**src/hdl/rename_pkg.sv**
```systemverilog
package rename_pkg;

  // ====================
  // sizes
  // ====================

  localparam int slot_num     = 2;
  localparam int arch_reg_num = 32;
  localparam int phy_reg_num  = 64;
  // registers not held by the initial identity mapping
  localparam int fl_depth     = phy_reg_num - arch_reg_num;

  typedef logic [$clog2(arch_reg_num)-1:0] areg_t;
  typedef logic [$clog2(phy_reg_num)-1:0]  preg_t;
  typedef logic [5:0]                      ecode_t;
  typedef logic [1:0]                      plv_t;

  // free list pointer and occupancy
  typedef logic [$clog2(fl_depth)-1:0]     fl_ptr_t;
  typedef logic [$clog2(fl_depth+1)-1:0]   fl_cnt_t;
  // number of slots, 0 to slot_num
  typedef logic [$clog2(slot_num+1)-1:0]   slot_cnt_t;

  // ====================
  // exception codes
  // ====================

  localparam ecode_t ecode_int = 6'h00;
  localparam ecode_t ecode_sys = 6'h0B;
  localparam ecode_t ecode_brk = 6'h0C;
  localparam ecode_t ecode_ine = 6'h0D;
  localparam ecode_t ecode_ipe = 6'h0E;

  localparam plv_t plv_user = 2'd3;

  typedef enum logic [2:0] {
    alu     = 3'd0,
    mdu     = 3'd1,
    mem     = 3'd2,
    branch  = 3'd3,
    priv    = 3'd4,
    syscall = 3'd5,
    brk     = 3'd6
  } instr_class_e;

  // ====================
  // bundle structs
  // ====================

  typedef struct packed {
    logic   valid;
    ecode_t ecode;
  } excp_t;

  typedef struct packed {
    logic         valid;
    instr_class_e instr_class;
    logic         invalid_inst;
    excp_t        fetch_excp;
    areg_t        arch_src0;
    areg_t        arch_src1;
    areg_t        arch_dest;
  } decode_slot_t;

  typedef struct packed {
    decode_slot_t [slot_num-1:0] slot;
  } decode_bundle_t;

  // reorder buffer side, one entry per incoming slot
  typedef struct packed {
    logic  valid;
    areg_t arch_dest;
    logic  dest_valid;
    preg_t ppdest;
    excp_t excp;
  } rob_slot_t;

  // dispatch side, slots without exceptions only
  typedef struct packed {
    logic         valid;
    instr_class_e instr_class;
    logic         src0_valid;
    logic         src1_valid;
    logic         dest_valid;
    preg_t        psrc0;
    preg_t        psrc1;
    preg_t        pdest;
  } disp_slot_t;

  typedef struct packed {
    rob_slot_t  [slot_num-1:0] rob;
    disp_slot_t [slot_num-1:0] disp;
  } rename_out_t;

  // registers released at commit
  typedef struct packed {
    logic  [slot_num-1:0] valid;
    preg_t [slot_num-1:0] preg;
  } free_req_t;

endpackage

```
**src/hdl/free_list.sv**
```systemverilog
`timescale 1ns/1ps

module free_list (
  input  logic                                         clk,
  input  logic                                         rst_n,
  input  rename_pkg::slot_cnt_t                        alloc_num_i,
  output rename_pkg::preg_t [rename_pkg::slot_num-1:0] head_preg_o,
  output logic                                         ready_o,
  input  rename_pkg::free_req_t                        free_i
);

  rename_pkg::preg_t   mem_q [rename_pkg::fl_depth];
  rename_pkg::fl_ptr_t head_q;
  rename_pkg::fl_ptr_t tail_q;
  rename_pkg::fl_cnt_t cnt_q;

  rename_pkg::fl_ptr_t [rename_pkg::slot_num-1:0] wr_ptr;
  rename_pkg::fl_ptr_t                            tail_d;
  rename_pkg::slot_cnt_t                          push_num;

  // ====================
  // read side
  // ====================

  always_comb begin
    for (int i = 0; i < rename_pkg::slot_num; i++) begin
      head_preg_o[i] = mem_q[head_q + rename_pkg::fl_ptr_t'(i)];
    end
  end

  assign ready_o = cnt_q >= rename_pkg::fl_cnt_t'(rename_pkg::slot_num);

  // ====================
  // write side
  // ====================

  // frees pack at the tail, slot 0 first
  always_comb begin
    tail_d   = tail_q;
    push_num = '0;
    for (int i = 0; i < rename_pkg::slot_num; i++) begin
      wr_ptr[i] = tail_d;
      if (free_i.valid[i]) begin
        tail_d   = tail_d + 1'b1;
        push_num = push_num + 1'b1;
      end
    end
  end

  always_ff @(posedge clk or negedge rst_n) begin
    if (!rst_n) begin
      // starts full with the registers above the architectural set
      for (int i = 0; i < rename_pkg::fl_depth; i++) begin
        mem_q[i] <= rename_pkg::preg_t'(rename_pkg::arch_reg_num + i);
      end
      head_q <= '0;
      tail_q <= '0;
      cnt_q  <= rename_pkg::fl_cnt_t'(rename_pkg::fl_depth);
    end else begin
      for (int i = 0; i < rename_pkg::slot_num; i++) begin
        if (free_i.valid[i]) begin
          mem_q[wr_ptr[i]] <= free_i.preg[i];
        end
      end
      head_q <= head_q + rename_pkg::fl_ptr_t'(alloc_num_i);
      tail_q <= tail_d;
      cnt_q  <= cnt_q - rename_pkg::fl_cnt_t'(alloc_num_i)
              + rename_pkg::fl_cnt_t'(push_num);
    end
  end

endmodule

```
**src/hdl/alias_table.sv**
```systemverilog
`timescale 1ns/1ps

module alias_table (
  input  logic                                         clk,
  input  logic                                         rst_n,
  // lookup
  input  rename_pkg::areg_t [rename_pkg::slot_num-1:0] rd_src0_i,
  input  rename_pkg::areg_t [rename_pkg::slot_num-1:0] rd_src1_i,
  input  rename_pkg::areg_t [rename_pkg::slot_num-1:0] rd_dest_i,
  output rename_pkg::preg_t [rename_pkg::slot_num-1:0] rd_src0_o,
  output rename_pkg::preg_t [rename_pkg::slot_num-1:0] rd_src1_o,
  output rename_pkg::preg_t [rename_pkg::slot_num-1:0] rd_dest_o,
  // update
  input  logic              [rename_pkg::slot_num-1:0] wr_valid_i,
  input  rename_pkg::areg_t [rename_pkg::slot_num-1:0] wr_areg_i,
  input  rename_pkg::preg_t [rename_pkg::slot_num-1:0] wr_preg_i
);

  rename_pkg::preg_t rat_q [rename_pkg::arch_reg_num];

  // ====================
  // lookup
  // ====================

  // table contents only, same-bundle forwarding is done by the caller
  always_comb begin
    for (int i = 0; i < rename_pkg::slot_num; i++) begin
      rd_src0_o[i] = rat_q[rd_src0_i[i]];
      rd_src1_o[i] = rat_q[rd_src1_i[i]];
      rd_dest_o[i] = rat_q[rd_dest_i[i]];
    end
  end

  // ====================
  // update
  // ====================

  always_ff @(posedge clk or negedge rst_n) begin
    if (!rst_n) begin
      // identity map
      for (int a = 0; a < rename_pkg::arch_reg_num; a++) begin
        rat_q[a] <= rename_pkg::preg_t'(a);
      end
    end else begin
      // later slot overrides an earlier one on the same register
      for (int i = 0; i < rename_pkg::slot_num; i++) begin
        if (wr_valid_i[i]) begin
          rat_q[wr_areg_i[i]] <= wr_preg_i[i];
        end
      end
    end
  end

endmodule

```
**src/hdl/reg_renamer.sv**
```systemverilog
`timescale 1ns/1ps

module reg_renamer (
  input  logic                                         clk,
  input  logic                                         rst_n,
  input  rename_pkg::decode_bundle_t                   in_i,
  input  logic              [rename_pkg::slot_num-1:0] alloc_mask_i,
  input  rename_pkg::slot_cnt_t                        alloc_num_i,
  input  rename_pkg::free_req_t                        free_i,
  output logic                                         fl_ready_o,
  output rename_pkg::preg_t [rename_pkg::slot_num-1:0] pdest_o,
  output rename_pkg::preg_t [rename_pkg::slot_num-1:0] psrc0_o,
  output rename_pkg::preg_t [rename_pkg::slot_num-1:0] psrc1_o,
  output rename_pkg::preg_t [rename_pkg::slot_num-1:0] ppdest_o
);

  rename_pkg::preg_t [rename_pkg::slot_num-1:0] head_preg;
  rename_pkg::areg_t [rename_pkg::slot_num-1:0] src0_areg;
  rename_pkg::areg_t [rename_pkg::slot_num-1:0] src1_areg;
  rename_pkg::areg_t [rename_pkg::slot_num-1:0] dest_areg;
  rename_pkg::preg_t [rename_pkg::slot_num-1:0] rat_src0;
  rename_pkg::preg_t [rename_pkg::slot_num-1:0] rat_src1;
  rename_pkg::preg_t [rename_pkg::slot_num-1:0] rat_dest;

  always_comb begin
    for (int i = 0; i < rename_pkg::slot_num; i++) begin
      src0_areg[i] = in_i.slot[i].arch_src0;
      src1_areg[i] = in_i.slot[i].arch_src1;
      dest_areg[i] = in_i.slot[i].arch_dest;
    end
  end

  // slot 1 skips the head that slot 0 consumes
  assign pdest_o[0] = head_preg[0];
  assign pdest_o[1] = alloc_mask_i[0] ? head_preg[1] : head_preg[0];

  // bypass of slot 0's new mapping into slot 1
  always_comb begin
    psrc0_o  = rat_src0;
    psrc1_o  = rat_src1;
    ppdest_o = rat_dest;
    if (alloc_mask_i[0]) begin
      if (src0_areg[1] == dest_areg[0]) begin
        psrc0_o[1] = pdest_o[0];
      end
      if (src1_areg[1] == dest_areg[0]) begin
        psrc1_o[1] = pdest_o[0];
      end
      if (dest_areg[1] == dest_areg[0]) begin
        ppdest_o[1] = pdest_o[0];
      end
    end
  end

  free_list free_list_inst (
    .clk         (clk),
    .rst_n       (rst_n),
    .alloc_num_i (alloc_num_i),
    .head_preg_o (head_preg),
    .ready_o     (fl_ready_o),
    .free_i      (free_i)
  );

  alias_table alias_table_inst (
    .clk        (clk),
    .rst_n      (rst_n),
    .rd_src0_i  (src0_areg),
    .rd_src1_i  (src1_areg),
    .rd_dest_i  (dest_areg),
    .rd_src0_o  (rat_src0),
    .rd_src1_o  (rat_src1),
    .rd_dest_o  (rat_dest),
    .wr_valid_i (alloc_mask_i),
    .wr_areg_i  (dest_areg),
    .wr_preg_i  (pdest_o)
  );

endmodule

```
**src/hdl/excp_classifier.sv**
```systemverilog
`timescale 1ns/1ps

module excp_classifier (
  input  rename_pkg::decode_bundle_t                   in_i,
  input  logic                                         csr_has_int_i,
  input  rename_pkg::plv_t                             csr_plv_i,
  output rename_pkg::excp_t [rename_pkg::slot_num-1:0] excp_o
);

  function automatic rename_pkg::excp_t raise(input rename_pkg::ecode_t code);
    rename_pkg::excp_t e;
    e.valid = 1'b1;
    e.ecode = code;
    return e;
  endfunction

  // ====================
  // priority per slot
  // ====================

  // int > fetch > ine > ipe > sys > brk
  always_comb begin
    for (int i = 0; i < rename_pkg::slot_num; i++) begin
      excp_o[i] = '0;
      if (in_i.slot[i].valid) begin
        if (csr_has_int_i) begin
          excp_o[i] = raise(rename_pkg::ecode_int);
        end else if (in_i.slot[i].fetch_excp.valid) begin
          // fetch side already carries its own code
          excp_o[i] = in_i.slot[i].fetch_excp;
        end else if (in_i.slot[i].invalid_inst) begin
          excp_o[i] = raise(rename_pkg::ecode_ine);
        end else if (in_i.slot[i].instr_class == rename_pkg::priv &&
                     csr_plv_i == rename_pkg::plv_user) begin
          excp_o[i] = raise(rename_pkg::ecode_ipe);
        end else if (in_i.slot[i].instr_class == rename_pkg::syscall) begin
          excp_o[i] = raise(rename_pkg::ecode_sys);
        end else if (in_i.slot[i].instr_class == rename_pkg::brk) begin
          excp_o[i] = raise(rename_pkg::ecode_brk);
        end
      end
    end
  end

endmodule

```
**src/hdl/rename_compactor.sv**
```systemverilog
`timescale 1ns/1ps

module rename_compactor (
  input  logic                                         clk,
  input  logic                                         rst_n,
  input  rename_pkg::decode_bundle_t                   in_i,
  input  rename_pkg::excp_t [rename_pkg::slot_num-1:0] excp_i,
  input  logic                                         fl_ready_i,
  input  rename_pkg::preg_t [rename_pkg::slot_num-1:0] pdest_i,
  input  rename_pkg::preg_t [rename_pkg::slot_num-1:0] psrc0_i,
  input  rename_pkg::preg_t [rename_pkg::slot_num-1:0] psrc1_i,
  input  rename_pkg::preg_t [rename_pkg::slot_num-1:0] ppdest_i,
  output logic              [rename_pkg::slot_num-1:0] alloc_mask_o,
  output rename_pkg::slot_cnt_t                        alloc_num_o,
  output logic                                         in_ready_o,
  output logic                                         out_valid_o,
  input  logic                                         out_ready_i,
  output rename_pkg::rename_out_t                      out_o
);

  logic                    accept;
  logic                    any_valid;
  rename_pkg::rename_out_t out_d;

  // ====================
  // accept and allocation
  // ====================

  // register free now or draining on this edge
  assign in_ready_o = fl_ready_i && (!out_valid_o || out_ready_i);

  always_comb begin
    any_valid = 1'b0;
    for (int i = 0; i < rename_pkg::slot_num; i++) begin
      any_valid = any_valid | in_i.slot[i].valid;
    end
  end

  assign accept = in_ready_o && any_valid;

  always_comb begin
    alloc_num_o = '0;
    for (int i = 0; i < rename_pkg::slot_num; i++) begin
      alloc_mask_o[i] = accept && in_i.slot[i].valid && !excp_i[i].valid &&
                        (in_i.slot[i].arch_dest != '0);
      alloc_num_o     = alloc_num_o + rename_pkg::slot_cnt_t'(alloc_mask_o[i]);
    end
  end

  // ====================
  // rob and dispatch slots
  // ====================

  always_comb begin
    int disp_idx;
    disp_idx = 0;
    out_d    = '0;
    for (int i = 0; i < rename_pkg::slot_num; i++) begin
      out_d.rob[i].valid      = in_i.slot[i].valid;
      out_d.rob[i].arch_dest  = in_i.slot[i].arch_dest;
      out_d.rob[i].dest_valid = alloc_mask_o[i];
      out_d.rob[i].ppdest     = alloc_mask_o[i] ? ppdest_i[i] : '0;
      out_d.rob[i].excp       = excp_i[i];
      // exception slots stay out of dispatch
      if (in_i.slot[i].valid && !excp_i[i].valid) begin
        out_d.disp[disp_idx].valid       = 1'b1;
        out_d.disp[disp_idx].instr_class = in_i.slot[i].instr_class;
        out_d.disp[disp_idx].src0_valid  = in_i.slot[i].arch_src0 != '0;
        out_d.disp[disp_idx].src1_valid  = in_i.slot[i].arch_src1 != '0;
        out_d.disp[disp_idx].dest_valid  = alloc_mask_o[i];
        out_d.disp[disp_idx].psrc0       = psrc0_i[i];
        out_d.disp[disp_idx].psrc1       = psrc1_i[i];
        out_d.disp[disp_idx].pdest       = alloc_mask_o[i] ? pdest_i[i] : '0;
        disp_idx = disp_idx + 1;
      end
    end
  end

  // output register, held while the consumer stalls
  always_ff @(posedge clk or negedge rst_n) begin
    if (!rst_n) begin
      out_valid_o <= 1'b0;
      out_o       <= '0;
    end else if (accept) begin
      out_valid_o <= 1'b1;
      out_o       <= out_d;
    end else if (out_ready_i) begin
      out_valid_o <= 1'b0;
    end
  end

endmodule

```
**src/hdl/rename_stage.sv**
```systemverilog
`timescale 1ns/1ps

module rename_stage (
  input  logic                       clk,
  input  logic                       rst_n,
  input  rename_pkg::decode_bundle_t in_i,
  output logic                       in_ready_o,
  input  logic                       csr_has_int_i,
  input  rename_pkg::plv_t           csr_plv_i,
  input  rename_pkg::free_req_t      free_i,
  output logic                       out_valid_o,
  input  logic                       out_ready_i,
  output rename_pkg::rename_out_t    out_o
);

  rename_pkg::excp_t     [rename_pkg::slot_num-1:0] excp;
  logic                  [rename_pkg::slot_num-1:0] alloc_mask;
  rename_pkg::slot_cnt_t                            alloc_num;
  logic                                             fl_ready;
  rename_pkg::preg_t     [rename_pkg::slot_num-1:0] pdest;
  rename_pkg::preg_t     [rename_pkg::slot_num-1:0] psrc0;
  rename_pkg::preg_t     [rename_pkg::slot_num-1:0] psrc1;
  rename_pkg::preg_t     [rename_pkg::slot_num-1:0] ppdest;

  excp_classifier excp_classifier_inst (
    .in_i          (in_i),
    .csr_has_int_i (csr_has_int_i),
    .csr_plv_i     (csr_plv_i),
    .excp_o        (excp)
  );

  reg_renamer reg_renamer_inst (
    .clk          (clk),
    .rst_n        (rst_n),
    .in_i         (in_i),
    .alloc_mask_i (alloc_mask),
    .alloc_num_i  (alloc_num),
    .free_i       (free_i),
    .fl_ready_o   (fl_ready),
    .pdest_o      (pdest),
    .psrc0_o      (psrc0),
    .psrc1_o      (psrc1),
    .ppdest_o     (ppdest)
  );

  rename_compactor rename_compactor_inst (
    .clk          (clk),
    .rst_n        (rst_n),
    .in_i         (in_i),
    .excp_i       (excp),
    .fl_ready_i   (fl_ready),
    .pdest_i      (pdest),
    .psrc0_i      (psrc0),
    .psrc1_i      (psrc1),
    .ppdest_i     (ppdest),
    .alloc_mask_o (alloc_mask),
    .alloc_num_o  (alloc_num),
    .in_ready_o   (in_ready_o),
    .out_valid_o  (out_valid_o),
    .out_ready_i  (out_ready_i),
    .out_o        (out_o)
  );

endmodule

```
**config.mk**
```make
export PLATFORM = sky130hd
export DESIGN_NAME = rename_stage
export DESIGN_NICKNAME = d
export VERILOG_FILES = /design/src/hdl/rename_pkg.sv /design/src/hdl/free_list.sv /design/src/hdl/alias_table.sv /design/src/hdl/reg_renamer.sv /design/src/hdl/excp_classifier.sv /design/src/hdl/rename_compactor.sv /design/src/hdl/rename_stage.sv
export SDC_FILE = /design/constraint.sdc
export NUM_CORES = 2
export LEC_CHECK = 0
export ABC_AREA = 1
export BUFFER_PORTS_ARGS = -buffer_cell sky130_fd_sc_hd__buf_2
export CORE_MARGIN = 1.5
export CORE_UTILIZATION = 50
export DETAILED_ROUTE_END_ITERATION = 6
export PLACE_DENSITY_LB_ADDON = 0.08
export SETUP_SLACK_MARGIN = 0.5
export SKIP_LAST_GASP = 1
export SYNTH_ARGS = -nofsm -noshare
export SYNTH_HDL_FRONTEND = slang
export SYNTH_SLANG_ARGS = --single-unit
```
**constraint.sdc**
```tcl
create_clock -name clk -period 8.48 [get_ports clk]
set_input_delay 0.424 -clock clk [delete_from_list [all_inputs] [get_ports clk]]
set_output_delay 0.424 -clock clk [all_outputs]
set_load 0.005 [all_outputs]
```
==> impl_metrics.ini <==
[sta]
setup_violations = 0
hold_viol = 0
min_period_over_period = 0.604
slew_headroom = 0.0229
tns_ns = 0
fin_skew_ns = 0.0314
setup_ws_ns = 3.36
rsz0062_at_grt = false
fin_crit_ns = 5.12
max_slew.worst_pin.slew_ns = 1.45
fmax_mhz = 195
final_max_slew_viol_count = 0

[placed_design]
io_buffers = 165
place_area_um2 = 38700
finalWeightedCongestion = 1.09
dp_slack_ns = 3.65
dpl.hpwl_um = 124000

[floorplanning]
pin_count = 166
initial_core_util = 0.505
die_h_um = 280
die_x_um = 280
die-area_um2 = 78400
rows = 101
core-area_um2 = 75900

[worst_setup_path]
cp-end-kind = flop
worstPathRequired_ns = 9.02
crit_fanout = 72
rrSetupSlack_ns = 3.36
crit_path_max_incr_delay_ns = 0.85
cpLargestDelayFamily = simple AND/OR/NAND/NOR gates
crit_type = reg2reg
path_cells = inv_4 -> buf_4 -> nand2_1 -> nand3_1 -> nand3_1 -> nand3_1 -> nand2_1 -> nand2_2 -> inv_2 -> nand2_1 -> buf_4 -> nand3_1 -> nand2_1
cp_slowest_cell = dfrtp_4
start_kind = flop
critPathBufInv = 4
worstPathArrival_ns = 5.66

[clock_tree]
post_cts_buffers = 0
cts-htree-levels = 2
cts_resized = 0
clock_latency_ns = 0.68
clock-sinks = 491
clk_pin_slew_ns = 0.07
cts_root_buf = clkbuf_16
cts_tree = built
cts_buffers = 58
cts_buffer_depth = 3

[power]
power.leakage_nw = 18.2
p_per_area_nw_per_um2 = 326
peakVddDrop_mv = 0.317

[detailed_routing]
vias = 44949
postRouteWirelength_um = 191000
antenna_left = 0
wl_per_cell_um = 27.4
first_pass_iters = 7
initialDrtViolationCount = 7811
vias_per_cell = 6.46
route.detailed.drc = 40

[status]
outcome = finished with violations
violations = DRC

[cells_and_area]
fin_area_um2 = 40900
layout.nets = 5971
areaGrowthSynthToFinish_pct = 6.53
drive_above_1_share = 0.108

[yosys]
avgSynthCellArea_um2 = 6.33
ys_ff_latch = 491
ys_warn_count = 0
synth_edf_count = 0
ys_types = 42
mappedNetlistArea_um2 = 38400
async_flop_share = 1.00
synthFlopType = dfrtp_1
ys_seq_area_frac = 0.327
synth_cells = 6063
syn-num-nets = 6163

[global_routing]
grt_overflow = 0
grt_start_max_net_pins = 145
grt_pass1_vias = 40013
grt_pass1_wl_um = 277000
grt_antenna_before_repair = 8
track_usage = 0.478

[min_path]
hold_path.class = in2reg

[flow_run]
cap_violations = 0
==> report_power, final <==
part | internal (mW) | switching (mW)
logic | 1.69 | 4.73
clock network | 1.64 | 1.15
registers | 3.22 | 0.893
total | 6.56 | 6.77
==> tightest hold or removal path, stage by stage <==
cell	delay, ns
buf_2	0.11
nand2_1	0.06
a2bb2oi_1	0.06
==> worst paths after layout <==
check / start / to / depth (start not counted)
setup / recovery: reg_renamer_inst.free_list_inst.head_q[0] / reg_renamer_inst.alias_table_inst.rat_q[118] / 13
min in group asynchronous: rst_n / reg_renamer_inst.alias_table_inst.rat_q[32] / 2
hold / removal: in_i[50] / rename_compactor_inst.out_o[21] / 3
hold reg to reg: rename_compactor_inst.out_o[79] / rename_compactor_inst.out_o[79] / 2
max in group asynchronous: rst_n / reg_renamer_inst.free_list_inst.head_q[0] / 3
setup reg to reg: reg_renamer_inst.free_list_inst.head_q[0] / reg_renamer_inst.alias_table_inst.rat_q[118] / 13
==> per-stage QoR <==
step	power (mW)	hold slack (ns)	utilization	instances
after global routing	13.9	0.0345	0.538	6951
after global placement	10.2	0.431	0.510	6839
final	13.3	0.0171	0.538	6955
after CTS	13.0	0.00316	0.538	6949
after detailed placement	10.2	0.433	0.510	6839
after floorplan	8.08	0.128	-	6063
==> timing repair <==
item                                    4_1_cts  5_1_grt
endpoints found under the setup margin        0        0
hold buffers                                  1        0
hold endpoints to repair                     34        0
==> state kept, by name, indices dropped and copies added, names as in the netlist <==
register and count:
reg_renamer_inst.alias_table_inst.rat_q 192, reg_renamer_inst.free_list_inst.cnt_q 6, reg_renamer_inst.free_list_inst.head_q 5, reg_renamer_inst.free_list_inst.mem_q 192, reg_renamer_inst.free_list_inst.tail_q 5, rename_compactor_inst.out_o 90
rename_compactor_inst.out_valid_o 1
==> cell type report <==
class                      count  area, um2
antenna                        5       12.5
clock buffer                  84       1740
clock inverter                25        362
fill                        7660      35100
inverter                     243        915
multi-input combinational   4846      22600
sequential                   491      12500
tap                         1030       1290
timing repair buffer         231       1400
==> per-layer routing <==
layer	wire length (um)	part of all wire	vias up	GRT usage
met5	63	0.00033	-	0
met4	18300	0.096	10	0.370
met3	25600	0.13	899	0.155
met2	78600	0.41	3410	0.687
met1	68300	0.36	20677	0.591
li1	-	-	19953	-
==> Yosys cell counts, types with 20 or more instances <==
cell,count,area [um2]
buf_4,37,278
buf_2,140,701
clkinv_1,20,75.1
buf_1,48,180
o22ai_1,156,976
o211ai_1,189,1420
o21ai_0,346,1730
a21oi_1,80,400
clkbuf_1,231,867
o21ai_1,96,480
buf_6,27,304
nor2_1,195,732
dfrtp_1,298,7460
nand3_1,1293,6470
mux2i_1,36,360
inv_2,41,154
ha_1,23,288
dfstp_2,193,5070
nand2_1,2283,8570
inv_1,182,683
==> placed cells by master, fill, tap and decap left out, drive strengths merged, types with 2 or more instances in the layout <==
master    synthesis  final
nand2          2296   2296
nand3          1301   1301
o21ai           442    442
dfrtp           298    298
buf             252    230
inv             223    223
nor2            215    215
dfstp           193    193
o211ai          189    189
o22ai           156    156
clkbuf          231     84
a21oi            80     80
mux2i            36     36
clkinv           20     34
nor3             26     26
ha               23     23
a22oi            15     15
xor2             14     14
nand4            12     12
or2              12     12
xnor2             9      9
nand3b            7      7
bufinv            0      7
diode             0      5
clkinvlp          0      4
a2bb2oi           3      3
fa                3      3
o21a              3      3
a22o              2      2
==> logic make-up (layout without fill, tap and decap cells) <==
family / after synthesis / after routing / share of synthesized area
AOI/OAI and AO/OA: 892 / 892 / 0.136
xor gates and xnor gates: 23 / 23 / 0.00584
adders and majority gates: 26 / 26 / 0.00907
buffers and inverters: 726 / 583 / 0.0845
DFF: 491 / 491 / 0.327
muxes: 36 / 36 / 0.00939
other: 0 / 5 / 0
and+or+nand+nor: 3869 / 3869 / 0.429
Note: power is estimated with default switching activity, not from simulation.
